## src/design/cpu_bus_consts.svh

```systemverilog
// ----------------------------------------------------------
// CPU bus constants.
// Widths, full lane mask and byte order default.
// ----------------------------------------------------------

`ifndef CPU_BUS_CONSTS_SVH
`define CPU_BUS_CONSTS_SVH

// Bus widths.
`define CPU_BUS_ADDR_W          32
`define CPU_BUS_DATA_W          32
`define CPU_BUS_SEL_W           4

// All byte lanes on, used for word fetches.
`define CPU_BUS_SEL_ALL         4'b1111

// Data port runs big endian (BE-32) by default.
`define CPU_BUS_BE32_DEFAULT    1'b1

`endif

```

## src/design/cpu_bus_pkg.sv

```systemverilog
// ----------------------------------------------------------
// CPU bus types.
// Vector types and the arbiter state encoding.
// ----------------------------------------------------------

`default_nettype none

`include "cpu_bus_consts.svh"

package cpu_bus_pkg;

        typedef logic [`CPU_BUS_ADDR_W-1:0] addr_t;     // Byte address.
        typedef logic [`CPU_BUS_DATA_W-1:0] data_t;     // One bus word.
        typedef logic [`CPU_BUS_SEL_W-1:0]  sel_t;      // Byte lane enables.

        // Owner of the shared master.
        typedef enum logic [1:0]
        {
                ARB_IDLE = 2'd0,
                ARB_CODE = 2'd1,
                ARB_DATA = 2'd2
        } arb_state_t;

endpackage

`default_nettype wire

```

## src/design/bus_req_if.sv

```systemverilog
// ----------------------------------------------------------
// Request interface between one port and the arbiter.
// ----------------------------------------------------------

`timescale 1ns/1ps
`default_nettype none

`include "cpu_bus_consts.svh"

interface bus_req_if
        import cpu_bus_pkg::*;
();

        logic   req_valid;      // Request held by the port.
        logic   we;             // Store when high.
        addr_t  adr;
        sel_t   sel;
        data_t  wdat;

        logic   req_ready;      // Arbiter takes the request.
        logic   rsp_valid;      // Single cycle, never stalled.
        data_t  rdat;

        modport requester
        (
                output req_valid, we, adr, sel, wdat,
                input  req_ready, rsp_valid, rdat
        );

        modport arbiter
        (
                input  req_valid, we, adr, sel, wdat,
                output req_ready, rsp_valid, rdat
        );

endinterface

`default_nettype wire

```

## src/design/code_port.sv

```systemverilog
// ----------------------------------------------------------
// Instruction fetch port.
// Holds one word aligned fetch until its response returns.
// ----------------------------------------------------------

`timescale 1ns/1ps
`default_nettype none

`include "cpu_bus_consts.svh"

module code_port
        import cpu_bus_pkg::*;
(
        input  logic            i_clk,
        input  logic            i_rst_n,

        // Fetch request.
        input  logic            i_code_valid,
        output logic            o_code_ready,
        input  addr_t           i_code_adr,

        // Fetch response.
        output logic            o_code_rsp_valid,
        output data_t           o_code_rdat,

        bus_req_if.requester    bus
);

logic   full_q;         // A fetch is held.
logic   pend_q;         // Not yet taken by the arbiter.
addr_t  adr_q;
logic   accept;
logic   issued;

assign accept       = i_code_valid && !full_q;
assign issued       = pend_q && bus.req_ready;
assign o_code_ready = !full_q;

always_ff @(posedge i_clk or negedge i_rst_n)
begin
        if (!i_rst_n)
        begin
                full_q           <= 1'b0;
                pend_q           <= 1'b0;
                o_code_rsp_valid <= 1'b0;
        end
        else
        begin
                o_code_rsp_valid <= bus.rsp_valid;

                if (accept)
                        full_q <= 1'b1;
                else if (bus.rsp_valid)
                        full_q <= 1'b0; // Free again with the response.

                if (accept)
                        pend_q <= 1'b1;
                else if (issued)
                        pend_q <= 1'b0;
        end
end

always_ff @(posedge i_clk)
begin
        if (accept)
                adr_q <= {i_code_adr[`CPU_BUS_ADDR_W-1:2], 2'b00}; // Word aligned.

        if (bus.rsp_valid)
                o_code_rdat <= bus.rdat;
end

// Fetches are full word reads.
assign bus.req_valid = pend_q;
assign bus.we        = 1'b0;
assign bus.adr       = adr_q;
assign bus.sel       = `CPU_BUS_SEL_ALL;
assign bus.wdat      = '0;

endmodule

`default_nettype wire

```

## src/design/data_port.sv

```systemverilog
// ----------------------------------------------------------
// Load/store port.
// Holds one access and applies BE-32 lane reversal.
// ----------------------------------------------------------

`timescale 1ns/1ps
`default_nettype none

`include "cpu_bus_consts.svh"

module data_port
        import cpu_bus_pkg::*;
#(
        parameter logic [0:0] BE_32_ENABLE = `CPU_BUS_BE32_DEFAULT
)
(
        input  logic            i_clk,
        input  logic            i_rst_n,

        // Load/store request.
        input  logic            i_data_valid,
        output logic            o_data_ready,
        input  logic            i_data_we,
        input  addr_t           i_data_adr,
        input  sel_t            i_data_sel,
        input  data_t           i_data_wdat,

        // Load/store response.
        output logic            o_data_rsp_valid,
        output data_t           o_data_rdat,

        bus_req_if.requester    bus
);

// ----------------------------------------------------------
// Lane reversal helpers.
// ----------------------------------------------------------

function automatic sel_t swap_sel(input sel_t s);
        sel_t r;
        for (int k = 0; k < `CPU_BUS_SEL_W; k++)
                r[k] = s[`CPU_BUS_SEL_W-1-k];
        return r;
endfunction

function automatic data_t swap_bytes(input data_t d);
        data_t r;
        for (int k = 0; k < `CPU_BUS_SEL_W; k++)
                r[8*k +: 8] = d[8*(`CPU_BUS_SEL_W-1-k) +: 8];
        return r;
endfunction

logic   full_q;
logic   pend_q;
logic   we_q;
addr_t  adr_q;
sel_t   sel_q;
data_t  wdat_q;
logic   accept;
logic   issued;
sel_t   lane_sel;
data_t  lane_wdat;
data_t  lane_rdat;

assign accept       = i_data_valid && !full_q;
assign issued       = pend_q && bus.req_ready;
assign o_data_ready = !full_q;

// Byte order applied once here.
assign lane_sel  = BE_32_ENABLE ? swap_sel(i_data_sel)    : i_data_sel;
assign lane_wdat = BE_32_ENABLE ? swap_bytes(i_data_wdat) : i_data_wdat;
assign lane_rdat = BE_32_ENABLE ? swap_bytes(bus.rdat)    : bus.rdat;

always_ff @(posedge i_clk or negedge i_rst_n)
begin
        if (!i_rst_n)
        begin
                full_q           <= 1'b0;
                pend_q           <= 1'b0;
                o_data_rsp_valid <= 1'b0;
        end
        else
        begin
                o_data_rsp_valid <= bus.rsp_valid;

                if (accept)
                        full_q <= 1'b1;
                else if (bus.rsp_valid)
                        full_q <= 1'b0;

                if (accept)
                        pend_q <= 1'b1;
                else if (issued)
                        pend_q <= 1'b0; // Arbiter owns it now.
        end
end

always_ff @(posedge i_clk)
begin
        if (accept)
        begin
                we_q   <= i_data_we;
                adr_q  <= i_data_adr;
                sel_q  <= lane_sel;
                wdat_q <= lane_wdat;
        end

        if (bus.rsp_valid)
                o_data_rdat <= lane_rdat;
end

assign bus.req_valid = pend_q;
assign bus.we        = we_q;
assign bus.adr       = adr_q;
assign bus.sel       = sel_q;
assign bus.wdat      = wdat_q;

endmodule

`default_nettype wire

```

## src/design/wb_arbiter.sv

```systemverilog
// ----------------------------------------------------------
// Wishbone arbiter.
// Shares one classic master between fetch and data ports.
// ----------------------------------------------------------

`timescale 1ns/1ps
`default_nettype none

`include "cpu_bus_consts.svh"

module wb_arbiter
        import cpu_bus_pkg::*;
(
        input  logic            i_clk,
        input  logic            i_rst_n,

        bus_req_if.arbiter      code,
        bus_req_if.arbiter      data,

        // Wishbone master.
        output logic            o_wb_cyc,
        output logic            o_wb_stb,
        output logic            o_wb_we,
        output addr_t           o_wb_adr,
        output sel_t            o_wb_sel,
        output data_t           o_wb_dat,
        input  logic            i_wb_ack,
        input  data_t           i_wb_dat
);

arb_state_t     state_q;
arb_state_t     state_nxt;
logic           grant_code;
logic           grant_data;
logic           grant;
logic           ack_done;
logic           code_rsp_q;
logic           data_rsp_q;
data_t          rdat_q;

// Selected request.
logic           req_we;
addr_t          req_adr;
sel_t           req_sel;
data_t          req_wdat;

// ----------------------------------------------------------
// Grant, data port first.
// ----------------------------------------------------------

assign grant_data = (state_q == ARB_IDLE) && data.req_valid;
assign grant_code = (state_q == ARB_IDLE) && code.req_valid && !data.req_valid;
assign grant      = grant_data || grant_code;
assign ack_done   = o_wb_cyc && i_wb_ack;

assign data.req_ready = grant_data;
assign code.req_ready = grant_code;

assign req_we   = grant_data ? data.we   : code.we;
assign req_adr  = grant_data ? data.adr  : code.adr;
assign req_sel  = grant_data ? data.sel  : code.sel;
assign req_wdat = grant_data ? data.wdat : code.wdat;

always_comb
begin
        state_nxt = state_q;

        case (state_q)
        ARB_IDLE:
        begin
                if (grant_data)
                        state_nxt = ARB_DATA;
                else if (grant_code)
                        state_nxt = ARB_CODE;
        end
        ARB_CODE, ARB_DATA:
        begin
                if (ack_done)
                        state_nxt = ARB_IDLE;
        end
        default: state_nxt = ARB_IDLE;
        endcase
end

// ----------------------------------------------------------
// Bus control and response pulses.
// ----------------------------------------------------------

always_ff @(posedge i_clk or negedge i_rst_n)
begin
        if (!i_rst_n)
        begin
                state_q    <= ARB_IDLE;
                o_wb_cyc   <= 1'b0;
                o_wb_stb   <= 1'b0;
                o_wb_we    <= 1'b0;
                code_rsp_q <= 1'b0;
                data_rsp_q <= 1'b0;
        end
        else
        begin
                state_q    <= state_nxt;
                code_rsp_q <= ack_done && (state_q == ARB_CODE);
                data_rsp_q <= ack_done && (state_q == ARB_DATA);

                if (grant)
                begin
                        o_wb_cyc <= 1'b1;
                        o_wb_stb <= 1'b1;
                        o_wb_we  <= req_we;
                end
                else if (ack_done)
                begin
                        o_wb_cyc <= 1'b0; // Single classic cycle.
                        o_wb_stb <= 1'b0;
                        o_wb_we  <= 1'b0;
                end
        end
end

always_ff @(posedge i_clk)
begin
        if (grant)
        begin
                o_wb_adr <= req_adr;
                o_wb_sel <= req_sel;
                o_wb_dat <= req_wdat;
        end

        if (ack_done)
                rdat_q <= i_wb_dat;     // Read word for the owner.
end

assign code.rsp_valid = code_rsp_q;
assign data.rsp_valid = data_rsp_q;
assign code.rdat      = rdat_q;
assign data.rdat      = rdat_q;

endmodule

`default_nettype wire

```

## src/design/cpu_bus_top.sv

```systemverilog
// ----------------------------------------------------------
// CPU memory bus top level.
// Fetch and load/store ports sharing one Wishbone master.
// ----------------------------------------------------------

`timescale 1ns/1ps
`default_nettype none

`include "cpu_bus_consts.svh"

module cpu_bus_top
        import cpu_bus_pkg::*;
(
        // ----------------------------------------------------------
        // Clock and reset.
        // ----------------------------------------------------------

        input  logic    i_clk,
        input  logic    i_rst_n,

        // ----------------------------------------------------------
        // Instruction fetch.
        // ----------------------------------------------------------

        input  logic    i_code_valid,
        output logic    o_code_ready,
        input  addr_t   i_code_adr,
        output logic    o_code_rsp_valid,
        output data_t   o_code_rdat,

        // ----------------------------------------------------------
        // Load/store.
        // ----------------------------------------------------------

        input  logic    i_data_valid,
        output logic    o_data_ready,
        input  logic    i_data_we,
        input  addr_t   i_data_adr,
        input  sel_t    i_data_sel,
        input  data_t   i_data_wdat,
        output logic    o_data_rsp_valid,
        output data_t   o_data_rdat,

        // ----------------------------------------------------------
        // Wishbone master.
        // ----------------------------------------------------------

        output logic    o_wb_cyc,
        output logic    o_wb_stb,
        output logic    o_wb_we,
        output addr_t   o_wb_adr,
        output sel_t    o_wb_sel,
        output data_t   o_wb_dat,
        input  logic    i_wb_ack,
        input  data_t   i_wb_dat
);

bus_req_if code_bus ();         // Fetch side.
bus_req_if data_bus ();         // Load/store side.

code_port u_code_port
(
        .i_clk                  (i_clk),
        .i_rst_n                (i_rst_n),
        .i_code_valid           (i_code_valid),
        .o_code_ready           (o_code_ready),
        .i_code_adr             (i_code_adr),
        .o_code_rsp_valid       (o_code_rsp_valid),
        .o_code_rdat            (o_code_rdat),
        .bus                    (code_bus)
);

data_port #(
        .BE_32_ENABLE           (`CPU_BUS_BE32_DEFAULT)
) u_data_port
(
        .i_clk                  (i_clk),
        .i_rst_n                (i_rst_n),
        .i_data_valid           (i_data_valid),
        .o_data_ready           (o_data_ready),
        .i_data_we              (i_data_we),
        .i_data_adr             (i_data_adr),
        .i_data_sel             (i_data_sel),
        .i_data_wdat            (i_data_wdat),
        .o_data_rsp_valid       (o_data_rsp_valid),
        .o_data_rdat            (o_data_rdat),
        .bus                    (data_bus)
);

wb_arbiter u_wb_arbiter
(
        .i_clk                  (i_clk),
        .i_rst_n                (i_rst_n),
        .code                   (code_bus),
        .data                   (data_bus),
        .o_wb_cyc               (o_wb_cyc),
        .o_wb_stb               (o_wb_stb),
        .o_wb_we                (o_wb_we),
        .o_wb_adr               (o_wb_adr),
        .o_wb_sel               (o_wb_sel),
        .o_wb_dat               (o_wb_dat),
        .i_wb_ack               (i_wb_ack),
        .i_wb_dat               (i_wb_dat)
);

endmodule

`default_nettype wire

```

## config.mk

```make
export PLATFORM = sky130hd
export DESIGN_NAME = cpu_bus_top
export DESIGN_NICKNAME = d
export VERILOG_FILES = /design/src/design/cpu_bus_pkg.sv /design/src/design/bus_req_if.sv /design/src/design/code_port.sv /design/src/design/data_port.sv /design/src/design/wb_arbiter.sv /design/src/design/cpu_bus_top.sv
export VERILOG_INCLUDE_DIRS = /design/src /design/src/design
export SDC_FILE = /design/constraint.sdc
export NUM_CORES = 1
export LEC_CHECK = 0
export ABC_AREA = 1
export ABC_CLOCK_PERIOD_IN_PS = 5750
export BUFFER_PORTS_ARGS = -buffer_cell sky130_fd_sc_hd__buf_2
export CORE_MARGIN = 3
export CORE_UTILIZATION = 55
export DETAILED_ROUTE_END_ITERATION = 8
export PLACE_DENSITY = 0.92
export SYNTH_ARGS = -nofsm -noshare
export SYNTH_HDL_FRONTEND = slang
export SYNTH_SLANG_ARGS = --single-unit
```

## constraint.sdc

```tcl
create_clock -name i_clk -period 5.75 [get_ports i_clk]
set_clock_uncertainty 0.1 [all_clocks]
set_input_delay 1.15 -clock i_clk [delete_from_list [all_inputs] [get_ports i_clk]]
set_output_delay 1.15 -clock i_clk [all_outputs]
set_load 0.005 [all_outputs]
```

==> results of run 1 <==
## synthesized netlist by cell type (all sizes together)
cell type / n
buf: 11
dfrtp: 12
o21ai: 4
ha: 4
nor2: 38
nand3: 6
edfxtp: 263
or2: 4
inv: 47
nand4: 1
nand2: 107
## logic make-up after synthesis
logic type | after synthesis | synth area share
compound gates | 4 | 0.00217
fa+ha+maj | 4 | 0.00544
buf+inv | 58 | 0.0276
flops | 275 | 0.891
simple gates | 156 | 0.0742
## worst max-delay path, delay by kind of cell, from the launching register on
| kind | cells | cell delay [ns] |
|---|---|---|
| and+or+nand+nor | 3 | 0.95 |
| buffers and inverters | 2 | 0.61 |
| DFF | 1 | 0.38 |
| adders and majority gates | 1 | 0.27 |
## metal layers
layer,up-vias,GRT usage
met5,-,0
met4,2,0.0717
met3,48,0.0349
met2,225,0.365
met1,2433,0.249
li1,2331,-
## through the flow
step,std cells,setup WS (ns)
3_3_place_gp,980,2.85
2_1_floorplan,497,2.66
3_5_place_dp,980,2.78
4_1_cts,1026,3.10
6_report,1028,3.15
5_1_grt,1028,2.91
## worst paths after layout
check	depth (start not counted)	from	endpoint	slack, ns
worst min register to register	0	u_wb_arbiter.code.rdat[20]	u_code_port.o_code_rdat[20]	0.34
worst max-delay path	6	u_wb_arbiter.state_q[0]	u_wb_arbiter.o_wb_adr[2]	3.15
min in group asynchronous	1	i_rst_n	u_data_port.full_q	0.43
worst min-delay path	0	u_wb_arbiter.code.rdat[20]	u_code_port.o_code_rdat[20]	0.34
worst max register to register	6	u_wb_arbiter.state_q[0]	u_wb_arbiter.o_wb_adr[2]	3.15
max in group asynchronous	1	i_rst_n	u_code_port.full_q	4.88
## registers in the layout (all words and copies together) (netlist names), 2 cells and up
register / flops
u_wb_arbiter.o_wb_adr: 32
u_code_port.bus.adr: 30
u_wb_arbiter.o_wb_dat: 32
u_wb_arbiter.o_wb_sel: 4
u_code_port.o_code_rdat: 32
u_data_port.bus.wdat: 32
u_wb_arbiter.code.rdat: 32
u_data_port.o_data_rdat: 32
u_data_port.bus.adr: 32
u_data_port.bus.sel: 4
u_wb_arbiter.state_q: 2
## power by group through the flow
stage	logic (W)	registers [W]	clock network (W)
2_1_floorplan	0.000354	0.00297	0
3_3_place_gp	0.000854	0.00290	0
3_5_place_dp	0.000891	0.00292	0
4_1_cts	0.000898	0.00289	0.00158
5_1_grt	0.000972	0.00292	0.00168
6_report	0.000878	0.00289	0.00155
## final cells by class
type | count | area, sq um
Clock inverter | 11 | 72.6
Inverter | 47 | 176
Antenna cell | 2 | 5.00
Tap cell | 216 | 270
Multi-Input combinational cell | 164 | 766
Fill cell | 969 | 4520
Sequential cell | 275 | 8200
Clock buffer | 35 | 706
Timing Repair Buffer | 278 | 1400
==> out/results.ini, run 1 <==
[run_status]
status=finished, final reports clean

[yosys]
syn-instance-count=497
syn_nets=639
synth_top_area_frac=0.858
ys_seq_area_frac=0.891
netlist_area_sq_mm=0.00921
avgSynthCellArea_sq_um=18.5
yosys_register_bits=275
synth_cell_types=16
yosys_warnings=0
synth_area_leaders=edfxtp_1 (86%), nand2_1 (4.3%), dfrtp_1 (3.3%)
yosys.area.top_type=edfxtp_1

[clock_tree]
postCtsSetupBuffers=0
cts-root-buf=clkbuf_16
clk_pin_slew_ns=0.06
htree_num_levels=1
ctsHoldBuffers=0
cts.repair.resized=0
cts_buffer_depth=3
numCtsBuffers=26
cts_tree=done
cts_sinks=275
clk_latency_ns=0.51

[die]
fp.dieArea_sq_mm=0.0183
die-width_microns=135
core_sq_mm=0.0161
fp-row-count=46
initial_core_util=0.571
die_h_microns=135
io_pins=277

[power_and_ir_drop]
p_sw_w=0.00137
leakage_nw=4.76
power_w=0.00531
p_sw_frac=0.257
max-vdd-ir-drop_mv=0.268
clock_power_share=0.291
p_per_area_mw_per_mm2=458
p_comb_frac=0.165
power_frac_seq=0.543
p_int_w=0.00395

[routing]
route.met3.wl_mm=1.16
ant_nets=0
drt-met1-wl_mm=6.81
remaining_drc_errors=0
wl_per_cell_microns=18.5
drtIter0Drc=245
drtPass1Iterations=4
vias=5039
routed_wirelength_mm=19.0
dr_wl_met2_mm=10.3
via_per_inst=4.90
top_layer_used=met5

[cells_and_area]
final_area_sq_mm=0.0116
fin_util=0.719
final_cell_mix=buf_2 (274), edfxtp_1 (263), nand2_1 (105), inv_1 (45), nor2_1 (28)
finalNetCount=934
layout-drive-gt1-share=0.400
final_common_cell=buf_2
area_delta_synth_final_pct=26.0

[critical_path]
slowest_delay_ns=0.70
critPathMostFrequentCell=nand2_1
cp_cell_sequence=inv_1 > ha_1 > nand2_4 > inv_2 > nand2_1 > nand2_1
crit_slowest_cell=nand2_4
cp.arrival_ns=2.75
start_kind=flop
path_class=reg2reg
end_kind=flop
crit_required_ns=5.90
crit_fanout=70

[placement]
globalplace.congestion=0.785
placed_area_sq_mm=0.0108
numPortBuffers=274
dpl.hpwl_mm=12.9

[sta]
hold-worst-slack_ns=0.344
period_needed_ns=2.60
worst_slew_pin_slew_ns=1.24
fmax_mhz=385
slew_headroom=0.172
rsz0062_at_grt=false
fin_crit_sh=0.451
hold_viol=0
finalSetupTns_ns=0
drv_slew=0
setup_viol=0

[flow_run]
cap_violations=0

[grt]
grt_pass1_vias=5122
grt_pass1_wl_mm=27.9
grt_use_total=0.203
antenna_found_initial=3
grt-ovfl-total=0
grt_max_degree=71

[worst_hold_path]
hold_class=reg2reg

No activity file was read; power rests on OpenSTA's default activity.
==> inputs of run 2 (changes only) <==
--- a/config.mk
+++ b/config.mk
@@ -7,12 +7,12 @@
 export NUM_CORES = 1
 export LEC_CHECK = 0
 export ABC_AREA = 1
-export ABC_CLOCK_PERIOD_IN_PS = 5750
+export ABC_CLOCK_PERIOD_IN_PS = 2630
 export BUFFER_PORTS_ARGS = -buffer_cell sky130_fd_sc_hd__buf_2
 export CORE_MARGIN = 3
-export CORE_UTILIZATION = 55
+export CORE_UTILIZATION = 51
 export DETAILED_ROUTE_END_ITERATION = 8
-export PLACE_DENSITY = 0.92
+export PLACE_DENSITY = 0.86
 export SYNTH_ARGS = -nofsm -noshare
 export SYNTH_HDL_FRONTEND = slang
 export SYNTH_SLANG_ARGS = --single-unit
==> constraint.sdc (replaced) <==
create_clock -name i_clk -period 2.63 [get_ports i_clk]
set_clock_uncertainty 0.1 [all_clocks]
set_input_delay 0.526 -clock i_clk [delete_from_list [all_inputs] [get_ports i_clk]]
set_output_delay 0.526 -clock i_clk [all_outputs]
set_load 0.005 [all_outputs]
==> run 2 against run 1 <==
  * Die area is 7.5% higher
  * Hold slack worse by 0.25 ns
  * Non-clock buffer count is 5 higher
  * Maximum frequency is 26% higher
  * Setup slack worse by 2.6 ns
  * Critical path type unchanged
  * Combinational power is 120% higher
  * Largest power group unchanged
  * Routed wire length is 5.3% lower
==> out/results.ini, run 2 (same netlist as run 1, synthesis figures left out) <==
[power_and_ir_drop]
power_w=0.0118
p_per_area_mw_per_mm2=1010
p_int_w=0.00884
leakage_nw=4.81
power_frac_seq=0.531
p_sw_w=0.00299
clock_power_share=0.305
max-vdd-ir-drop_mv=0.716
p_comb_frac=0.164
p_sw_frac=0.252

[run_status]
status=finished, final reports clean

[critical_path]
crit_start=u_wb_arbiter.state_q[0]
crit_path_end=u_wb_arbiter.o_wb_adr[23]
crit_fanout=50
reg2reg_from=u_wb_arbiter.state_q[0]
reg2reg_to=u_wb_arbiter.o_wb_adr[23]
crit_required_ns=2.71
path_class=reg2reg
end_kind=flop
reg2regPathDepth=5
ff2ff_setup_slack_ns=0.57
start_kind=flop
cp.arrival_ns=2.14

[clock_tree]
clk_latency_ns=0.51
cts.repair.resized=0
cts_sinks=275
postCtsSetupBuffers=0
cts_buffer_depth=3
ctsHoldBuffers=1
cts_tree=done
cts-root-buf=clkbuf_16
numCtsBuffers=27
clk_pin_slew_ns=0.06
htree_num_levels=1

[placement]
placed_area_sq_mm=0.0109
dpl.hpwl_mm=12.7
numPortBuffers=274
dp_slack_ns=0.576
globalplace.congestion=0.815

[die]
core_sq_mm=0.0175
fp-row-count=48
initial_core_util=0.527
die_h_microns=140
die-width_microns=140
fp.dieArea_sq_mm=0.0197
io_pins=277

[sta]
setup_viol=0
hold_viol=0
fin_ws_ns=0.572
worst_slew_pin_slew_ns=0.569
finalSetupTns_ns=0
rsz0062_at_grt=false
period_needed_ns=2.06
drv_slew=0
fin_crit_sh=0.783
fmax_mhz=486
slew_headroom=0.620

[cells_and_area]
final_area_sq_mm=0.0117
layout-drive-gt1-share=0.408
area_delta_synth_final_pct=27.4
final_cell_mix=buf_2 (274), edfxtp_1 (263), nand2_1 (105), inv_1 (45), nor2_1 (28)
finalNetCount=940
final_common_cell=buf_2

[flow_run]
cap_violations=0

[routing]
drtPass1Iterations=5
routed_wirelength_mm=18.0
ant_nets=0
vias=4965
wl_per_cell_microns=17.3
remaining_drc_errors=0
via_per_inst=4.77
drtIter0Drc=319

[grt]
grt_max_degree=58
antenna_found_initial=4
grt-ovfl-total=0
grt_use_total=0.179
grt_pass1_vias=5167
grt_pass1_wl_mm=27.2

[worst_hold_path]
hold_class=in2reg

==> run 2: per-stage QoR <==
step           hold WS, ns   util  instances
6_report            0.0928  0.671       1041
5_1_grt             0.0676  0.671       1041
4_1_cts             0.0644  0.671       1038
3_5_place_dp         0.326  0.622        993
3_3_place_gp         0.322  0.622        993
2_1_floorplan        0.130      -        497
==> run 2: critical path, stage by stage (launching register included) <==
cell and delay (ns):
dfrtp_1 0.39, inv_1 0.12, ha_1 0.26, nand3_1 0.22, nand2_4 0.29, buf_12 0.30
==> run 2: worst min path at each step <==
stage,endpoint,slack [ns],depth (start not counted),startpoint
floorplan,u_code_port.bus.req_valid,0.13,0,i_rst_n
CTS,u_data_port.bus.sel[3],0.06,1,i_data_sel[0]
detailed placement,u_code_port.full_q,0.33,1,i_rst_n
global placement,u_code_port.full_q,0.32,1,i_rst_n
finish,u_code_port.bus.adr[4],0.09,1,i_code_adr[4]
global route,u_wb_arbiter.code.rdat[7],0.07,1,i_wb_dat[7]
==> run 2: layout make-up <==
cell class                      count  area [sq um]
Clock inverter                     14           145
Timing Repair Buffer              283          1470
Antenna cell                        3          7.51
Fill cell                        1174          5750
Tap cell                          225           282
Clock buffer                       30           687
Sequential cell                   275          8200
Inverter                           47           176
Multi-Input combinational cell    164           766
==> run 2: metal layers <==
layer  vias up  wire, microns  track usage
met5         -              7            0
met4         2            838       0.0775
met3        59           1540       0.0512
met2       234           9400        0.315
met1      2329           6170        0.204
li1       2341              -            -
==> run 2: power groups by stage <==
| stage | registers [W] | logic, W | clock network, W |
|---|---|---|---|
| 5_1_grt | 0.00637 | 0.00217 | 0.00388 |
| 3_5_place_dp | 0.00637 | 0.00197 | 0 |
| 3_3_place_gp | 0.00631 | 0.00192 | 0 |
| 6_report | 0.00628 | 0.00194 | 0.00361 |
| 4_1_cts | 0.00629 | 0.00198 | 0.00369 |
| 2_1_floorplan | 0.00647 | 0.000779 | 0 |
